--- src/cpu_settings.svh ---
`ifndef CPU_SETTINGS_SVH
`define CPU_SETTINGS_SVH

// First fetch address after reset
`define CPU_RESET_PC 32'hbfc0_0000

// Architectural register file
`define CPU_NREGS    32
`define CPU_XLEN     32

`endif

--- src/cpu_pkg.sv ---
`include "cpu_settings.svh"

package cpu_pkg;

    typedef logic [`CPU_XLEN-1:0] word_t;
    typedef logic [4:0]           reg_addr_t;

    typedef enum logic [5:0] {
        OP_SPECIAL = 6'h00,
        OP_J       = 6'h02,
        OP_BEQ     = 6'h04,
        OP_BNE     = 6'h05,
        OP_ADDIU   = 6'h09,
        OP_LW      = 6'h23,
        OP_SW      = 6'h2b
    } opcode_t;

    typedef enum logic [5:0] {
        FN_ADDU = 6'h21,
        FN_SUBU = 6'h23,
        FN_AND  = 6'h24,
        FN_OR   = 6'h25,
        FN_SLT  = 6'h2a
    } funct_t;

    typedef struct packed {
        opcode_t   op;
        reg_addr_t rs;
        reg_addr_t rt;
        reg_addr_t rd;
        logic [4:0] shamt;
        funct_t    funct;
    } instr_r_t;

    typedef struct packed {
        opcode_t     op;
        reg_addr_t   rs;
        reg_addr_t   rt;
        logic [15:0] imm16;
    } instr_i_t;

    typedef union packed {
        instr_r_t r;
        instr_i_t i;
    } instr_u;

    typedef enum logic [2:0] {
        ALU_ADD,
        ALU_SUB,
        ALU_AND,
        ALU_OR,
        ALU_SLT
    } alu_op_t;

    typedef enum logic [1:0] {
        FWD_NONE   = 2'b00,
        FWD_FROM_W = 2'b01,
        FWD_FROM_M = 2'b10
    } fwd_sel_t;

    typedef struct packed {
        logic f;
        logic d;
        logic e;
        logic m;
        logic w;
    } stage_vec_t;

    typedef struct packed {
        reg_addr_t rs;
        reg_addr_t rt;
        logic      uses_rs;
        logic      uses_rt;
        logic      is_branch_or_jr;   // Operands compared in decode
    } d_sum_t;

    typedef struct packed {
        reg_addr_t rs;
        reg_addr_t rt;
        reg_addr_t reg_waddr;
        logic      regwrite;
        logic      memtoreg;
    } e_sum_t;

    typedef struct packed {
        reg_addr_t reg_waddr;
        logic      regwrite;
        logic      memtoreg;
    } m_sum_t;

    typedef m_sum_t w_sum_t;   // Same fields one stage later

    function automatic word_t fwd_mux(fwd_sel_t sel, word_t rf, word_t m, word_t w);
        case (sel)
            FWD_FROM_M: return m;
            FWD_FROM_W: return w;
            default:    return rf;
        endcase
    endfunction

endpackage

--- src/hazard_if.sv ---
`timescale 1ns/1ps

interface hazard_if import cpu_pkg::*; ();

    d_sum_t     d_sum;
    e_sum_t     e_sum;
    m_sum_t     m_sum;
    w_sum_t     w_sum;

    fwd_sel_t   d_fwd_a;    // Branch operands in decode
    fwd_sel_t   d_fwd_b;
    fwd_sel_t   e_fwd_a;    // ALU operands in execute
    fwd_sel_t   e_fwd_b;

    stage_vec_t stall;
    stage_vec_t flush;
    logic       redirect;   // Taken branch or jump in decode

    modport decode (
        output d_sum,
        output redirect,
        input  d_fwd_a,
        input  d_fwd_b
    );

    modport execute (
        output e_sum,
        input  e_fwd_a,
        input  e_fwd_b
    );

    modport pipe (
        output m_sum,
        output w_sum,
        input  stall,
        input  flush,
        input  redirect
    );

    modport unit (
        input  d_sum, e_sum, m_sum, w_sum, redirect,
        output d_fwd_a, d_fwd_b, e_fwd_a, e_fwd_b, stall, flush
    );

endinterface

--- src/decode_stage.sv ---
`timescale 1ns/1ps

module decode_stage import cpu_pkg::*; (
    input  instr_u    instr,
    input  word_t     pc,
    input  logic      valid,
    input  word_t     m_result,
    input  word_t     w_result,
    hazard_if.decode  hz,
    output reg_addr_t rf_ra1,
    output reg_addr_t rf_ra2,
    input  word_t     rf_rd1,
    input  word_t     rf_rd2,
    output alu_op_t   alu_op,
    output logic      use_imm,
    output word_t     imm,
    output logic      memtoreg,
    output logic      memwrite,
    output logic      regwrite,
    output reg_addr_t reg_waddr,
    output word_t     opa,
    output word_t     opb,
    output word_t     redirect_pc
);

    logic      wr, rd_mem, wr_mem;
    logic      uses_rs, uses_rt, is_br, is_j, taken;
    reg_addr_t dest;
    word_t     br_a, br_b, pc_plus4;

    always_comb
    begin
        alu_op  = ALU_ADD;
        use_imm = 1'b0;
        wr      = 1'b0;
        rd_mem  = 1'b0;
        wr_mem  = 1'b0;
        uses_rs = 1'b0;
        uses_rt = 1'b0;
        is_br   = 1'b0;
        is_j    = 1'b0;
        dest    = instr.i.rt;            // I-type writes rt
        case (instr.r.op)
            OP_SPECIAL:
            begin
                dest    = instr.r.rd;
                uses_rs = 1'b1;
                uses_rt = 1'b1;
                wr      = 1'b1;
                case (instr.r.funct)
                    FN_ADDU: alu_op = ALU_ADD;
                    FN_SUBU: alu_op = ALU_SUB;
                    FN_AND:  alu_op = ALU_AND;
                    FN_OR:   alu_op = ALU_OR;
                    FN_SLT:  alu_op = ALU_SLT;
                    default: wr = 1'b0;  // Unknown funct acts as nop
                endcase
            end
            OP_ADDIU, OP_LW:
            begin
                use_imm = 1'b1;
                uses_rs = 1'b1;
                wr      = 1'b1;
                rd_mem  = (instr.i.op == OP_LW);
            end
            OP_SW:
            begin
                use_imm = 1'b1;
                uses_rs = 1'b1;
                uses_rt = 1'b1;          // Store data
                wr_mem  = 1'b1;
            end
            OP_BEQ, OP_BNE:
            begin
                uses_rs = 1'b1;
                uses_rt = 1'b1;
                is_br   = 1'b1;
            end
            OP_J:    is_j = 1'b1;
            default: ;
        endcase
    end

    assign rf_ra1    = instr.r.rs;
    assign rf_ra2    = instr.r.rt;
    assign imm       = {{16{instr.i.imm16[15]}}, instr.i.imm16};
    assign opa       = rf_rd1;
    assign opb       = rf_rd2;
    assign regwrite  = valid && wr && dest != 5'd0;
    assign memtoreg  = valid && rd_mem;
    assign memwrite  = valid && wr_mem;
    assign reg_waddr = dest;

    assign hz.d_sum = '{rs: instr.r.rs, rt: instr.r.rt,
                        uses_rs: valid && uses_rs, uses_rt: valid && uses_rt,
                        is_branch_or_jr: valid && is_br};

    // Compare operands may still be in flight in M or W
    assign br_a     = fwd_mux(hz.d_fwd_a, rf_rd1, m_result, w_result);
    assign br_b     = fwd_mux(hz.d_fwd_b, rf_rd2, m_result, w_result);
    assign taken    = (instr.i.op == OP_BEQ) ? (br_a == br_b) : (br_a != br_b);
    assign pc_plus4 = pc + 32'd4;

    assign hz.redirect = valid && (is_j || (is_br && taken));
    assign redirect_pc = is_j ? {pc_plus4[31:28], instr.i.rs, instr.i.rt, instr.i.imm16, 2'b00}
                              : pc_plus4 + {imm[29:0], 2'b00};

endmodule

--- src/flat_wrapper.sv ---
// flat-port wrapper written by rule: the top's interface ports become plain ports
module decode_stage_flat import cpu_pkg::*;
  (instr, pc, valid, m_result, w_result, rf_ra1, rf_ra2, rf_rd1, rf_rd2, alu_op, use_imm, imm, memtoreg, memwrite, regwrite, reg_waddr, opa, opb, redirect_pc, hz_d_sum, hz_redirect, hz_d_fwd_a, hz_d_fwd_b);
  hazard_if hz_i ();
  input  instr_u instr;
  input  word_t pc;
  input  logic valid;
  input  word_t m_result;
  input  word_t w_result;
  output reg_addr_t rf_ra1;
  output reg_addr_t rf_ra2;
  input  word_t rf_rd1;
  input  word_t rf_rd2;
  output alu_op_t alu_op;
  output logic use_imm;
  output word_t imm;
  output logic memtoreg;
  output logic memwrite;
  output logic regwrite;
  output reg_addr_t reg_waddr;
  output word_t opa;
  output word_t opb;
  output word_t redirect_pc;
  output wire logic [$bits(hz_i.d_sum)-1:0] hz_d_sum;
  output wire logic [$bits(hz_i.redirect)-1:0] hz_redirect;
  input wire logic [$bits(hz_i.d_fwd_a)-1:0] hz_d_fwd_a;
  input wire logic [$bits(hz_i.d_fwd_b)-1:0] hz_d_fwd_b;
  assign hz_d_sum = hz_i.d_sum;
  assign hz_redirect = hz_i.redirect;
  assign hz_i.d_fwd_a = hz_d_fwd_a;
  assign hz_i.d_fwd_b = hz_d_fwd_b;
  decode_stage u_core (.instr(instr), .pc(pc), .valid(valid), .m_result(m_result), .w_result(w_result), .hz(hz_i), .rf_ra1(rf_ra1), .rf_ra2(rf_ra2), .rf_rd1(rf_rd1), .rf_rd2(rf_rd2), .alu_op(alu_op), .use_imm(use_imm), .imm(imm), .memtoreg(memtoreg), .memwrite(memwrite), .regwrite(regwrite), .reg_waddr(reg_waddr), .opa(opa), .opb(opb), .redirect_pc(redirect_pc));
endmodule
--- config.mk ---
export PLATFORM = sky130hd
export DESIGN_NAME = decode_stage_flat
export DESIGN_NICKNAME = d
export VERILOG_FILES = /design/src/cpu_pkg.sv /design/src/hazard_if.sv /design/src/decode_stage.sv /design/src/flat_wrapper.sv
export VERILOG_INCLUDE_DIRS = /design/src
export SDC_FILE = /design/constraint.sdc
export NUM_CORES = 1
export LEC_CHECK = 0
export BUFFER_PORTS_ARGS = -buffer_cell sky130_fd_sc_hd__buf_2
export CAP_MARGIN = 5
export CORE_AREA = 2 2 140 142
export DETAILED_ROUTE_END_ITERATION = 10
export DIE_AREA = 0 0 142 144
export PLACE_DENSITY = 0.55
export SLEW_MARGIN = 20
export SYNTH_ARGS = -nofsm -noshare
export SYNTH_HDL_FRONTEND = slang
export SYNTH_SLANG_ARGS = --single-unit
--- constraint.sdc ---
create_clock -name vclk -period 10.5
set_input_delay 2.1 -clock vclk [all_inputs]
set_output_delay 2.1 -clock vclk [all_outputs]
set_load 0.02 [all_outputs]
Word-level counts from Yosys, hierarchy flattened --
Index checks and enable logic that the tools add are counted.
Cells by class: equality and inequality tests 17, mux-type cells 16, reductions and logical operators 18, add/subtract/negate cells 2
Operators by type and width (count):
- $pmux W32 S2 | 2
- $eq A6 B6 Y1 const B | 7
- $add A32 B3 Y32 const B | 1
- $add A32 B32 Y32 | 1
- $eq A32 B32 Y1 | 1
- $mux W32 | 1
- $ne A32 B32 Y1 | 1
- $eq A6 B3 Y1 const B | 2
- $pmux W3 S4 | 1
- $logic_and A1 B1 Y1 | 9
- $mux W1 | 9
- $eq A6 B2 Y1 const B | 1
- $eq A6 B4 Y1 const B | 1
- $logic_not A6 Y1 | 1
- $reduce_or A6 Y1 | 1
- $mux W5 | 1
- $reduce_bool A5 Y1 | 1
- $reduce_or A5 Y1 | 1
- $eq A2 B1 Y1 const B | 2
- $eq A2 B2 Y1 const B | 2
- $reduce_or A2 Y1 | 2
- $reduce_or A4 Y1 | 1
- $mux W3 | 1
- $reduce_or A3 Y1 | 1
- 2 further kinds | 2
Storage, ports and cells: output and inout port bits 164, logic and storage cells 53, register bits 0, bits of input ports 197

Depth between registers and ports, before layout --
Gate-level depths: netlist of the first run.
word-level depth 7, gate-level depth with buffers 17, depth with buffers taken out 16

Worst setup path before layout of the first run --
Ideal clock, no wire load.
kind input to output, from input pc[7], to output redirect_pc[31], arrival 5.595 ns, cell stages on the path 17, data required time 8.400 ns, path slack 2.805 ns, path buffers 1, cells stage by stage nand4_2 > nor3_1 > nand4_1 > inv_1 > and3_1 > xor2_1 > ha_1 > buf_6 > and4_1 > and3_1 > a2111oi_4 > nand2b_2 > a211oi_4 > o21ai_1 > a31oi_1 > nand3_1 > nor4bb_1
Between the ends: cells in the longest elaborated chain, start to end 3
RTL lines:
- start: declaration | RTL line flat_wrapper.sv:6 | input word_t pc;
- $add A32 B3 Y32 * | RTL line decode_stage.sv:102 | assign pc_plus4 = pc + 32'd4;
- $add A32 B32 Y32 | RTL line decode_stage.sv:106 | : pc_plus4 + {imm[29:0], 2'b00};
- $mux W32 * | RTL line decode_stage.sv:105 | assign redirect_pc = is_j ? {pc_plus4[31:28], instr.i.rs, instr.i.rt, instr.i.imm16, 2'b00}
- end: declaration | RTL line flat_wrapper.sv:23 | output word_t redirect_pc;
Mark *: on every way between the ends. The rest lies on a longest branch, timed or not.

Worst setup path in the final report of the first run --
from input pc[6], to output redirect_pc[31]
The elaborated chain is that of the path after synthesis.

==> implementation parameters, run 1 <==
Parameter                              Value

Finish
  Area of all sequential standard cells    0 µm²
  Total Nets Final    ~1300
  Synth-to-layout area growth    22.1%
  Final core area utilization    33.4%
  Post-Layout Cell Count    roughly 1300
  Layout cell share with drive strength beyond 1    39.2%
  Most common cell after layout, fill and taps aside    buf_2
  Fillers    2148
  Count of clock buffers in the final design    0
  Multi-input logic area    0.00415 mm²
  Seq_cells    0
  Antenna cell count    0
  Most used cells in the layout excluding fill and tap cells    361 x buf_2, 116 x nand2_1, 94 x o21ai_0

Run
  Max_cap viols    0

Worst setup path
  Req. time, crit path    8.40 ns
  Category of the critical setup timing path    in2out
  Critical path's slowest cell    nand4_1
  Arrival time at the worst endpoint    5.99 ns
  Top fanout value on the critical path    7
  Type of element launching the critical path    input port
  Crit-path leading delay family    simple AND/OR/NAND/NOR gates
  Ordered cell list for the critical path    buf_2 > nand4_2 > nor3_1 > nand4_1 > inv_1 > and3_1 > xor2_1 > ha_1 > and4_1 > and3_1 > a2111oi_4 > nand2b_2 > a211oi_4 > o21ai_1 > a31oi_1 > nand3_1 > nor4bb_1 > buf_2
  Critical Path Sink Type    output pin
  Critical path buffers and inverters    3
  Slowest cell delay on critical path    roughly 0.32 ns

STA
  Clock period minus final worst setup slack    between 8 and 9 ns
  Total setup violations reported at the end of the flow    0
  Worst hold slack after final layout    4.43 ns
  Top achievable clock speed    0.124 GHz
  Final count of pins violating max slew    0
  Slew HR    32.8%
  RSZ-0062 raised after global routing    false
  Final worst path period share    77.1%
  Final hold violations    0
  Summed negative setup slack over all endpoints    0 ns
  Worst-margin pin slew    1.01 ns

Drt
  Post-DR wirelength/cell    16.7 µm
  Number of nets still failing antenna checks after routing    0
  Final wirelength    20.8 mm
  DRC violation count after routing    0
  Total number of vias    6361
  Iter 0 DRT Violations    roughly 440
  Number of vias per cell    5.09
  Number of detailed-route iterations in the first pass    5

Pwr
  Part of the total power dissipated in the clock network    0%
  Switching power    about 250 µW
  Maximum vdd drop    41.4 µV
  Proportion of total power due to net switching    62.1%
  Internal power consumption    ~150 µW
  Cell Pwr Density    63.3 mW/mm²
  Combinational group share of total power    between 90% and 100%
  Sequential share of power    0%
  Static leakage    3.22 nW

Place
  Detailed Place HPWL    17.5 mm
  Placer Congestion    0.854
  PortBufs    about 360
  Instance count after placement with tap cells included    approximately 1300

Hold path
  Min-Delay Startpoint    rf_rd2[22]
  Worst min path class    in2out
  Destination of the worst hold path    opb[22]
  Hold Path Cell Cnt    2

Yosys
  Count of mapped cells out of synthesis    794
  Net Count, Synth    1031
  Mapped Area    approximately 0.0052 mm²
  Synthesized area divided by synthesized cell count    6.57 µm²
  Number of distinct standard cells referenced by the synthesized netlist    65
  Share of synthesized area occupied by flip-flops and latches    0%
  Ys Warns    0

Clock network
  Cts-stage hold buffer count    0
  Post-CTS Setup Repair Bufs    0
  Count of cells resized by post-cts repair    0

Global route
  First-pass GRT wire length    30.2 mm
  Via count of the first global-routing pass    5596
  GRT overflow    0
  Overall routing resource usage    18.2%
  Initial antenna violation count    0
  Maximum number of pins on one net before global-route repair    65

Floorplan
  Number of rows created at floorplan    51
  Die width    142 µm
  Starting Density    27.3%
  Number of ports placed on the die boundary    361
  Chip Height    144 µm
  Die area    0.0204 mm²
  Floorplan Core Area    0.0191 mm²

Status
  Result of the run    finished, final reports clean
[how the worst max path moves through the flow]
stage,from,endpoint,depth (start not counted)
detailed placement,pc[6],redirect_pc[31],18
CTS,pc[6],redirect_pc[31],18
global placement,pc[6],redirect_pc[31],18
finish,pc[6],redirect_pc[31],18
floorplan,pc[7],redirect_pc[31],17
global route,pc[6],redirect_pc[31],18
[power by group through the flow]
| stage | clock (mW) | sequential [mW] | combinational (mW) |
|---|---|---|---|
| 4_1_cts | 0 | 0 | 0.403 |
| 3_5_place_dp | 0 | 0 | 0.401 |
| 3_3_place_gp | 0 | 0 | 0.401 |
| 2_1_floorplan | 0 | 0 | 0.282 |
| 6_report | 0 | 0 | 0.403 |
| 5_1_grt | 0 | 0 | 0.439 |
[per-stage QoR]
stage / setup WS, ns / instance area, µm² / total power [mW]
finish: 2.41 / 6370 / 0.403
global route: 2.05 / 6370 / 0.439
CTS: 2.46 / 6370 / 0.403
detailed placement: 2.47 / 6370 / 0.401
global placement: 2.56 / 6370 / 0.401
floorplan: 2.81 / 5220 / 0.282
[cells by family (layout without fill, tap and decap cells)]
family	Yosys count	count (layout)	share of synthesized area [%]
AOI/OAI and AO/OA	252	252	30.4
and+or+nand+nor	248	248	23.9
buffers and inverters	165	383	20.6
xor gates and xnor gates	83	83	14.1
adders and majority gates	40	40	9.74
muxes	6	6	1.27
[synthesized netlist by cell type, types with 2 or more instances]
master	instances	area share, %
buf_4	116	17
nand2_1	116	8.3
o21ai_0	94	9.0
a22oi_1	64	9.2
xor2_1	51	8.6
a21oi_1	42	4.0
nor2_1	40	2.9
ha_1	39	9.4
clkbuf_1	33	2.4
xnor2_1	31	5.2
nand3_1	16	1.5
a21o_1	15	2.2
inv_1	14	1.0
nor3_1	10	0.96
nor4_1	10	1.2
nand4_1	7	0.84
nand2b_1	6	0.72
nor2b_1	6	0.72
o21a_1	6	0.86
a211oi_1	5	0.72
a31oi_1	5	0.60
and3_1	5	0.60
mux2_2	5	1.1
and3_2	4	0.58
a211o_1	3	0.50
nand3b_1	3	0.43
o211ai_1	3	0.43
a21boi_0	2	0.29
and2_1	2	0.24
and4_1	2	0.34
nand4_2	2	0.48
nor3b_1	2	0.29
nor4bb_1	2	0.38
or3_1	2	0.24
[area by class of cell]
class	instances	area share (%)
Inverter	14	0.825
Multi-Input combinational cell	629	65.2
Tap cell	238	4.68
Timing Repair Buffer	369	29.3
[metal layers]
| metal | part of all wire, % | global-route usage (%) | up-vias |
|---|---|---|---|
| met3 | 5.8 | 0.861 | 14 |
| met5 | 0 | 0 | - |
| li1 | - | - | 3166 |
| met2 | 47 | 30.3 | 263 |
| met1 | 47 | 26.9 | 2918 |
| met4 | 0.99 | 1.58 | 0 |
Power figures use the tool's default switching activity.
==> inputs of run 2 (changes only) <==
PLACE_DENSITY = 0.58   (was 0.55)
clock period = 7.2 ns   (was 10.5 ns; I/O delays follow)
==> run 2 against run 1 <==
  * Cell count grew 0.32%
  * Die area is the same
  * Largest cell class unchanged
  * Utilization grew 0.21 points
  * Routed wire length shrank 1.9%
  * Via count is essentially flat
  * Design area grew 0.63%
  * Worst setup slack lost 2.0 ns
  * Sequential share of layout area is the same
  * Critical path type unchanged
  * Sequential cell count is the same
==> implementation parameters, run 2 (synthesis gave the netlist of run 1 again) <==
Parameter                              Value

Floorplan
  Starting Density    27.3% (unchanged)
  Number of ports placed on the die boundary    361 (unchanged)
  Floorplan Core Area    0.0191 mm² (unchanged)
  Die width    142 µm (unchanged)
  Die area    0.0204 mm² (unchanged)
  Number of rows created at floorplan    51 (unchanged)
  Chip Height    144 µm (unchanged)

Drt
  Post-DR wirelength/cell    16.3 µm (was 16.7 µm)
  Number of detailed-route iterations in the first pass    5 (unchanged)
  Iter 0 DRT Violations    304 (was 441)
  DRC violation count after routing    0 (unchanged)
  Total number of vias    6355 (was 6361)
  Number of nets still failing antenna checks after routing    0 (unchanged)
  Number of vias per cell    5.07 (was 5.09)
  Final wirelength    20.4 mm (was 20.8 mm)

Worst setup path
  Req. time, crit path    5.76 ns (was 8.40 ns)
  Top fanout value on the critical path    7 (unchanged)
  Arrival time at the worst endpoint    5.34 ns (was 5.99 ns)
  Critical path's slowest cell    ha_1 (was nand4_1)
  Critical Path Sink Type    output pin (unchanged)
  Slowest cell delay on critical path    0.32 ns (about the same)
  Type of element launching the critical path    input port (unchanged)
  Ordered cell list for the critical path    buf_2 > nand4_2 > nor3_1 > nand4_1 > inv_1 > and3_1 > xor2_1 > ha_1 > and4_1 > and3_1 > a2111oi_4 > nand2b_2 > a211oi_4 > o21ai_1 > a31oi_1 > nand3_1 > nor4bb_1 > buf_2 (unchanged)
  Category of the critical setup timing path    in2out (unchanged)
  Crit-path leading delay family    simple AND/OR/NAND/NOR gates (unchanged)
  Critical path buffers and inverters    3 (unchanged)

Finish
  Seq_cells    0 (unchanged)
  Most common cell after layout, fill and taps aside    buf_2 (unchanged)
  Synth-to-layout area growth    22.9% (was 22.1%)
  Layout cell share with drive strength beyond 1    39.5% (was 39.2%)
  Count of clock buffers in the final design    0 (unchanged)
  Fillers    2131 (was 2148)
  Multi-input logic area    0.00415 mm² (about the same)
  Total Nets Final    1254 (was 1251)
  Most used cells in the layout excluding fill and tap cells    361 x buf_2, 116 x nand2_1, 94 x o21ai_0 (unchanged)
  Area of all sequential standard cells    0 µm² (unchanged)

Place
  Placer Congestion    0.881 (was 0.854)
  PortBufs    361 (unchanged)
  Detailed Place HPWL    17.4 mm (was 17.5 mm)

STA
  Worst hold slack after final layout    3.11 ns (was 4.43 ns)
  Worst-margin pin slew    0.803 ns (was 1.01 ns)
  Final worst path period share    between 90 and 100%
  Final count of pins violating max slew    0 (unchanged)
  Summed negative setup slack over all endpoints    0 ns (unchanged)
  RSZ-0062 raised after global routing    false (unchanged)
  Clock period minus final worst setup slack    6.78 ns
  Total setup violations reported at the end of the flow    0 (unchanged)
  Slew HR    46.2% (was 32.8%)
  Top achievable clock speed    around 0.15 GHz
  Final hold violations    0 (unchanged)

Pwr
  Cell Pwr Density    92.4 mW/mm² (was 63.3 mW/mm²)
  Maximum vdd drop    37.1 µV (was 41.4 µV)
  Static leakage    3.24 nW (was 3.22 nW)
  Total power of the final layout    592 µW (was 403 µW)

Status
  Result of the run    finished, final reports clean (unchanged)

Clock network
  Count of cells resized by post-cts repair    0 (unchanged)
  Cts-stage hold buffer count    0 (unchanged)
  Post-CTS Setup Repair Bufs    0 (unchanged)

Global route
  Via count of the first global-routing pass    5619 (was 5596)
  Maximum number of pins on one net before global-route repair    42 (was 65)
  Initial antenna violation count    3 (was 0)
  GRT overflow    0 (unchanged)
  First-pass GRT wire length    30.4 mm (was 30.2 mm)
  Overall routing resource usage    18.3% (was 18.2%)

Run
  Max_cap viols    0 (unchanged)

Hold path
  Worst min path class    in2out (unchanged)
-- run 2: cell types whose count changed in the layout (fill, tap and decap cells not counted) --
cell     previous run  this run
buf_12              0         1
diode_2             0         1
ha_2                1         2
buf_4               8        10
ha_1               38        37
-- run 2: layout make-up --
type               count  share of cell area, %
multi-input cells    629                   64.8
repair buffers       372                   29.7
well taps            238                   4.65
inverters             14                  0.820
diodes                 1                 0.0391
-- run 2: per-layer routing --
metal | GRT usage [%] | routed length (µm) | share of wire [%]
met1 | 27.1 | 9600 | 47
met2 | 29.3 | 9320 | 46
met3 | 1.99 | 1270 | 6.2
met4 | 1.74 | 206 | 1.0
met5 | 0 | 27 | 0.13
-- run 2: worst paths after layout --
kind,endpoint,slack [ns],startpoint,depth (start not counted)
worst max-delay path,redirect_pc[31],0.42,pc[6],18
worst min-delay path,opa[22],3.11,rf_rd1[22],2
-- run 2: report_power, final --
group / leakage [nW] / switching [mW] / total [mW] / internal [mW]
sequential: 0 / 0 / 0 / 0
combinational: 3.24 / 0.366 / 0.592 / 0.226
clock: 0.00000634 / 0 / 0.0000000186 / 0.0000000186
-- run 2: per-stage QoR --
stage / instance area, µm² / instances / setup WS (ns) / util, %
2_1_floorplan: 5220 / 794 / 0.825 / -
3_3_place_gp: 6400 / 1253 / 0.607 / 33.6
3_5_place_dp: 6400 / 1253 / 0.432 / 33.6
4_1_cts: 6400 / 1253 / 0.397 / 33.6
5_1_grt: 6400 / 1253 / 0.00588 / 33.6
6_report: 6410 / 1254 / 0.421 / 33.6
==> inputs of run 3 (changes only) <==
CORE_AREA = 2 2 139 141   (was 2 2 140 142)
DIE_AREA = 0 0 141 143   (was 0 0 142 144)
MAX_ROUTING_LAYER = met4   (was not set)
SETUP_SLACK_MARGIN = 0.15   (was not set)
==> run 3 against run 2 <==
  * First-iteration DRC count grew 26%
  * Combinational power about the same
  * Maximum frequency increased by 1.7%
  * Largest power group unchanged
==> implementation parameters, run 3 (synthesis gave the netlist of run 1 again) <==
Parameter                              Value

Status
  Result of the run    finished, final reports clean (unchanged)

Worst setup path
  Critical path's slowest cell    ha_1 (unchanged)
  Type of element launching the critical path    input port (unchanged)
  Req. time, crit path    5.76 ns (about the same)
  Slowest cell delay on critical path    0.33 ns (was 0.32 ns)
  Top fanout value on the critical path    7 (unchanged)
  Ordered cell list for the critical path    buf_2 > nand4_2 > nor3_2 > nand4_1 > inv_1 > and3_1 > xor2_1 > ha_1 > and4_1 > and3_1 > a2111oi_4 > nand2b_2 > a211oi_4 > o21ai_1 > a31oi_1 > nand3_1 > nor4bb_1 > buf_2 (was buf_2 > nand4_2 > nor3_1 > nand4_1 > inv_1 > and3_1 > xor2_1 > ha_1 > and4_1 > and3_1 > a2111oi_4 > nand2b_2 > a211oi_4 > o21ai_1 > a31oi_1 > nand3_1 > nor4bb_1 > buf_2)
  Arrival time at the worst endpoint    5.23 ns (was 5.34 ns)
  Category of the critical setup timing path    in2out (unchanged)
  Critical Path Sink Type    output pin (unchanged)

Place
  PortBufs    361 (unchanged)
  Instance count after placement with tap cells included    1247 (was 1253)
  Detailed Place HPWL    17.5 mm (was 17.4 mm)
  Placer Congestion    0.900 (was 0.881)
  Pre-CTS setup slack    0.458 ns (was 0.432 ns)
  Placed Instance Area    0.00637 mm² (was 0.00640 mm²)

STA
  Final count of pins violating max slew    0 (unchanged)
  RSZ-0062 raised after global routing    false (unchanged)
  Top achievable clock speed    0.150 GHz (was 0.148 GHz)
  Slew HR    36.0% (was 46.2%)
  Worst hold slack after final layout    3.11 ns (about the same)
  Worst-margin pin slew    0.952 ns (was 0.803 ns)
  Clock period minus final worst setup slack    6.67 ns (was 6.78 ns)
  Final worst path period share    92.6% (was 94.2%)
  Final setup margin    0.533 ns (was 0.421 ns)
  Summed negative setup slack over all endpoints    0 ns (unchanged)
  Final hold violations    0 (unchanged)
  Total setup violations reported at the end of the flow    0 (unchanged)

Drt
  Number of vias per cell    5.13 (was 5.07)
  Total number of vias    6401 (was 6355)
  Number of detailed-route iterations in the first pass    7 (was 5)
  Post-DR wirelength/cell    16.6 µm (was 16.3 µm)
  Number of nets still failing antenna checks after routing    0 (unchanged)
  Iter 0 DRT Violations    382 (was 304)
  DRC violation count after routing    0 (unchanged)
  Final wirelength    20.7 mm (was 20.4 mm)

Run
  Max_cap viols    0 (unchanged)

Pwr
  Switching power    368 µW (was 366 µW)
  Static leakage    3.22 nW (was 3.24 nW)
  Cell Pwr Density    92.9 mW/mm² (was 92.4 mW/mm²)
  Maximum vdd drop    49.8 µV (was 37.1 µV)
  Sequential share of power    0% (about the same)
  Combinational group share of total power    100.0% (about the same)
  Proportion of total power due to net switching    62.1% (was 61.8%)
  Part of the total power dissipated in the clock network    0% (about the same)
  Internal power consumption    225 µW (was 226 µW)

Global route
  Global-route met3 utilization    0.704% (was 1.99%)
  Met1 GRT Util    28.0% (was 27.1%)
  GRT overflow    0 (unchanged)
  Overall routing resource usage    19.2% (was 18.3%)
  Initial antenna violation count    0 (was 3)
  Maximum number of pins on one net before global-route repair    50 (was 42)
  Met2 track demand over resource    30.9% (was 29.3%)
  Via count of the first global-routing pass    5763 (was 5619)
  Global routing's busiest layer    met2 (unchanged)
  First-pass GRT wire length    30.7 mm (was 30.4 mm)

Finish
  Area of all sequential standard cells    0 µm² (unchanged)
  Layout cell share with drive strength beyond 1    39.5% (about the same)
  Post-Layout Cell Count    1247 (was 1254)
  Seq_cells    0 (unchanged)
  Finished layout cell area    0.00638 mm² (was 0.00641 mm²)
  Synth-to-layout area growth    22.3% (was 22.9%)
  Multi-input logic area    0.00416 mm² (was 0.00415 mm²)
  Most used cells in the layout excluding fill and tap cells    361 x buf_2, 116 x nand2_1, 94 x o21ai_0 (unchanged)
  Fillers    2059 (was 2131)
  Total Nets Final    1252 (was 1254)
  Antenna cell count    0 (was 1)
  Count of clock buffers in the final design    0 (unchanged)
  Most common cell after layout, fill and taps aside    buf_2 (unchanged)

Clock network
  Count of cells resized by post-cts repair    0 (unchanged)
  Cts-stage hold buffer count    0 (unchanged)
  Post-CTS Setup Repair Bufs    0 (unchanged)

Floorplan
  Starting Density    28.1% (was 27.3%)
  Floorplan Core Area    0.0186 mm² (was 0.0191 mm²)
  Number of ports placed on the die boundary    361 (unchanged)
  Chip Height    143 µm (was 144 µm)
  Die area    0.0202 mm² (was 0.0204 mm²)
  Die width    141 µm (was 142 µm)
  Number of rows created at floorplan    50 (was 51)

Hold path
  Worst min path class    in2out (unchanged)
-- run 3: final cells by class --
type / count / area share (%)
Timing Repair Buffer: 370 / 29.4
Tap cell: 234 / 4.59
Inverter: 14 / 0.824
Multi-Input combinational cell: 629 / 65.2
-- run 3: final timing paths --
path              cells after the start       start               to
setup / recovery                     18       pc[6]  redirect_pc[31]
hold / removal                        2  rf_rd2[10]          opb[10]
-- run 3: through the flow --
stage               util [%]  power (mW)
global route            34.3       0.645
floorplan                  -       0.412
finish                  34.3       0.593
CTS                     34.3       0.592
global placement        34.3       0.589
detailed placement      34.3       0.589
-- run 3: critical path: cells and delay by family --
family / cells / cell delay (ns)
xor+xnor: 1 / 0.16
fa+ha+maj: 1 / 0.33
simple gates: 9 / 1.88
compound gates: 4 / 0.93
buf+inv: 3 / 0.49
-- run 3: power by group through the flow --
stage / Clock (mW) / Sequential (mW) / Combinational [mW]
global placement: 0 / 0 / 0.589
CTS: 0 / 0 / 0.592
global route: 0 / 0 / 0.645
detailed placement: 0 / 0 / 0.589
floorplan: 0 / 0 / 0.412
finish: 0 / 0 / 0.593
-- run 3: per-layer routing --
| layer | routed length (µm) | vias to the layer above | share of wire, % |
|---|---|---|---|
| li1 | - | 3170 | - |
| met1 | 9860 | 2974 | 48 |
| met2 | 9600 | 245 | 46 |
| met3 | 1050 | 12 | 5.1 |
| met4 | 155 | 0 | 0.75 |
| met5 | 0 | - | 0 |
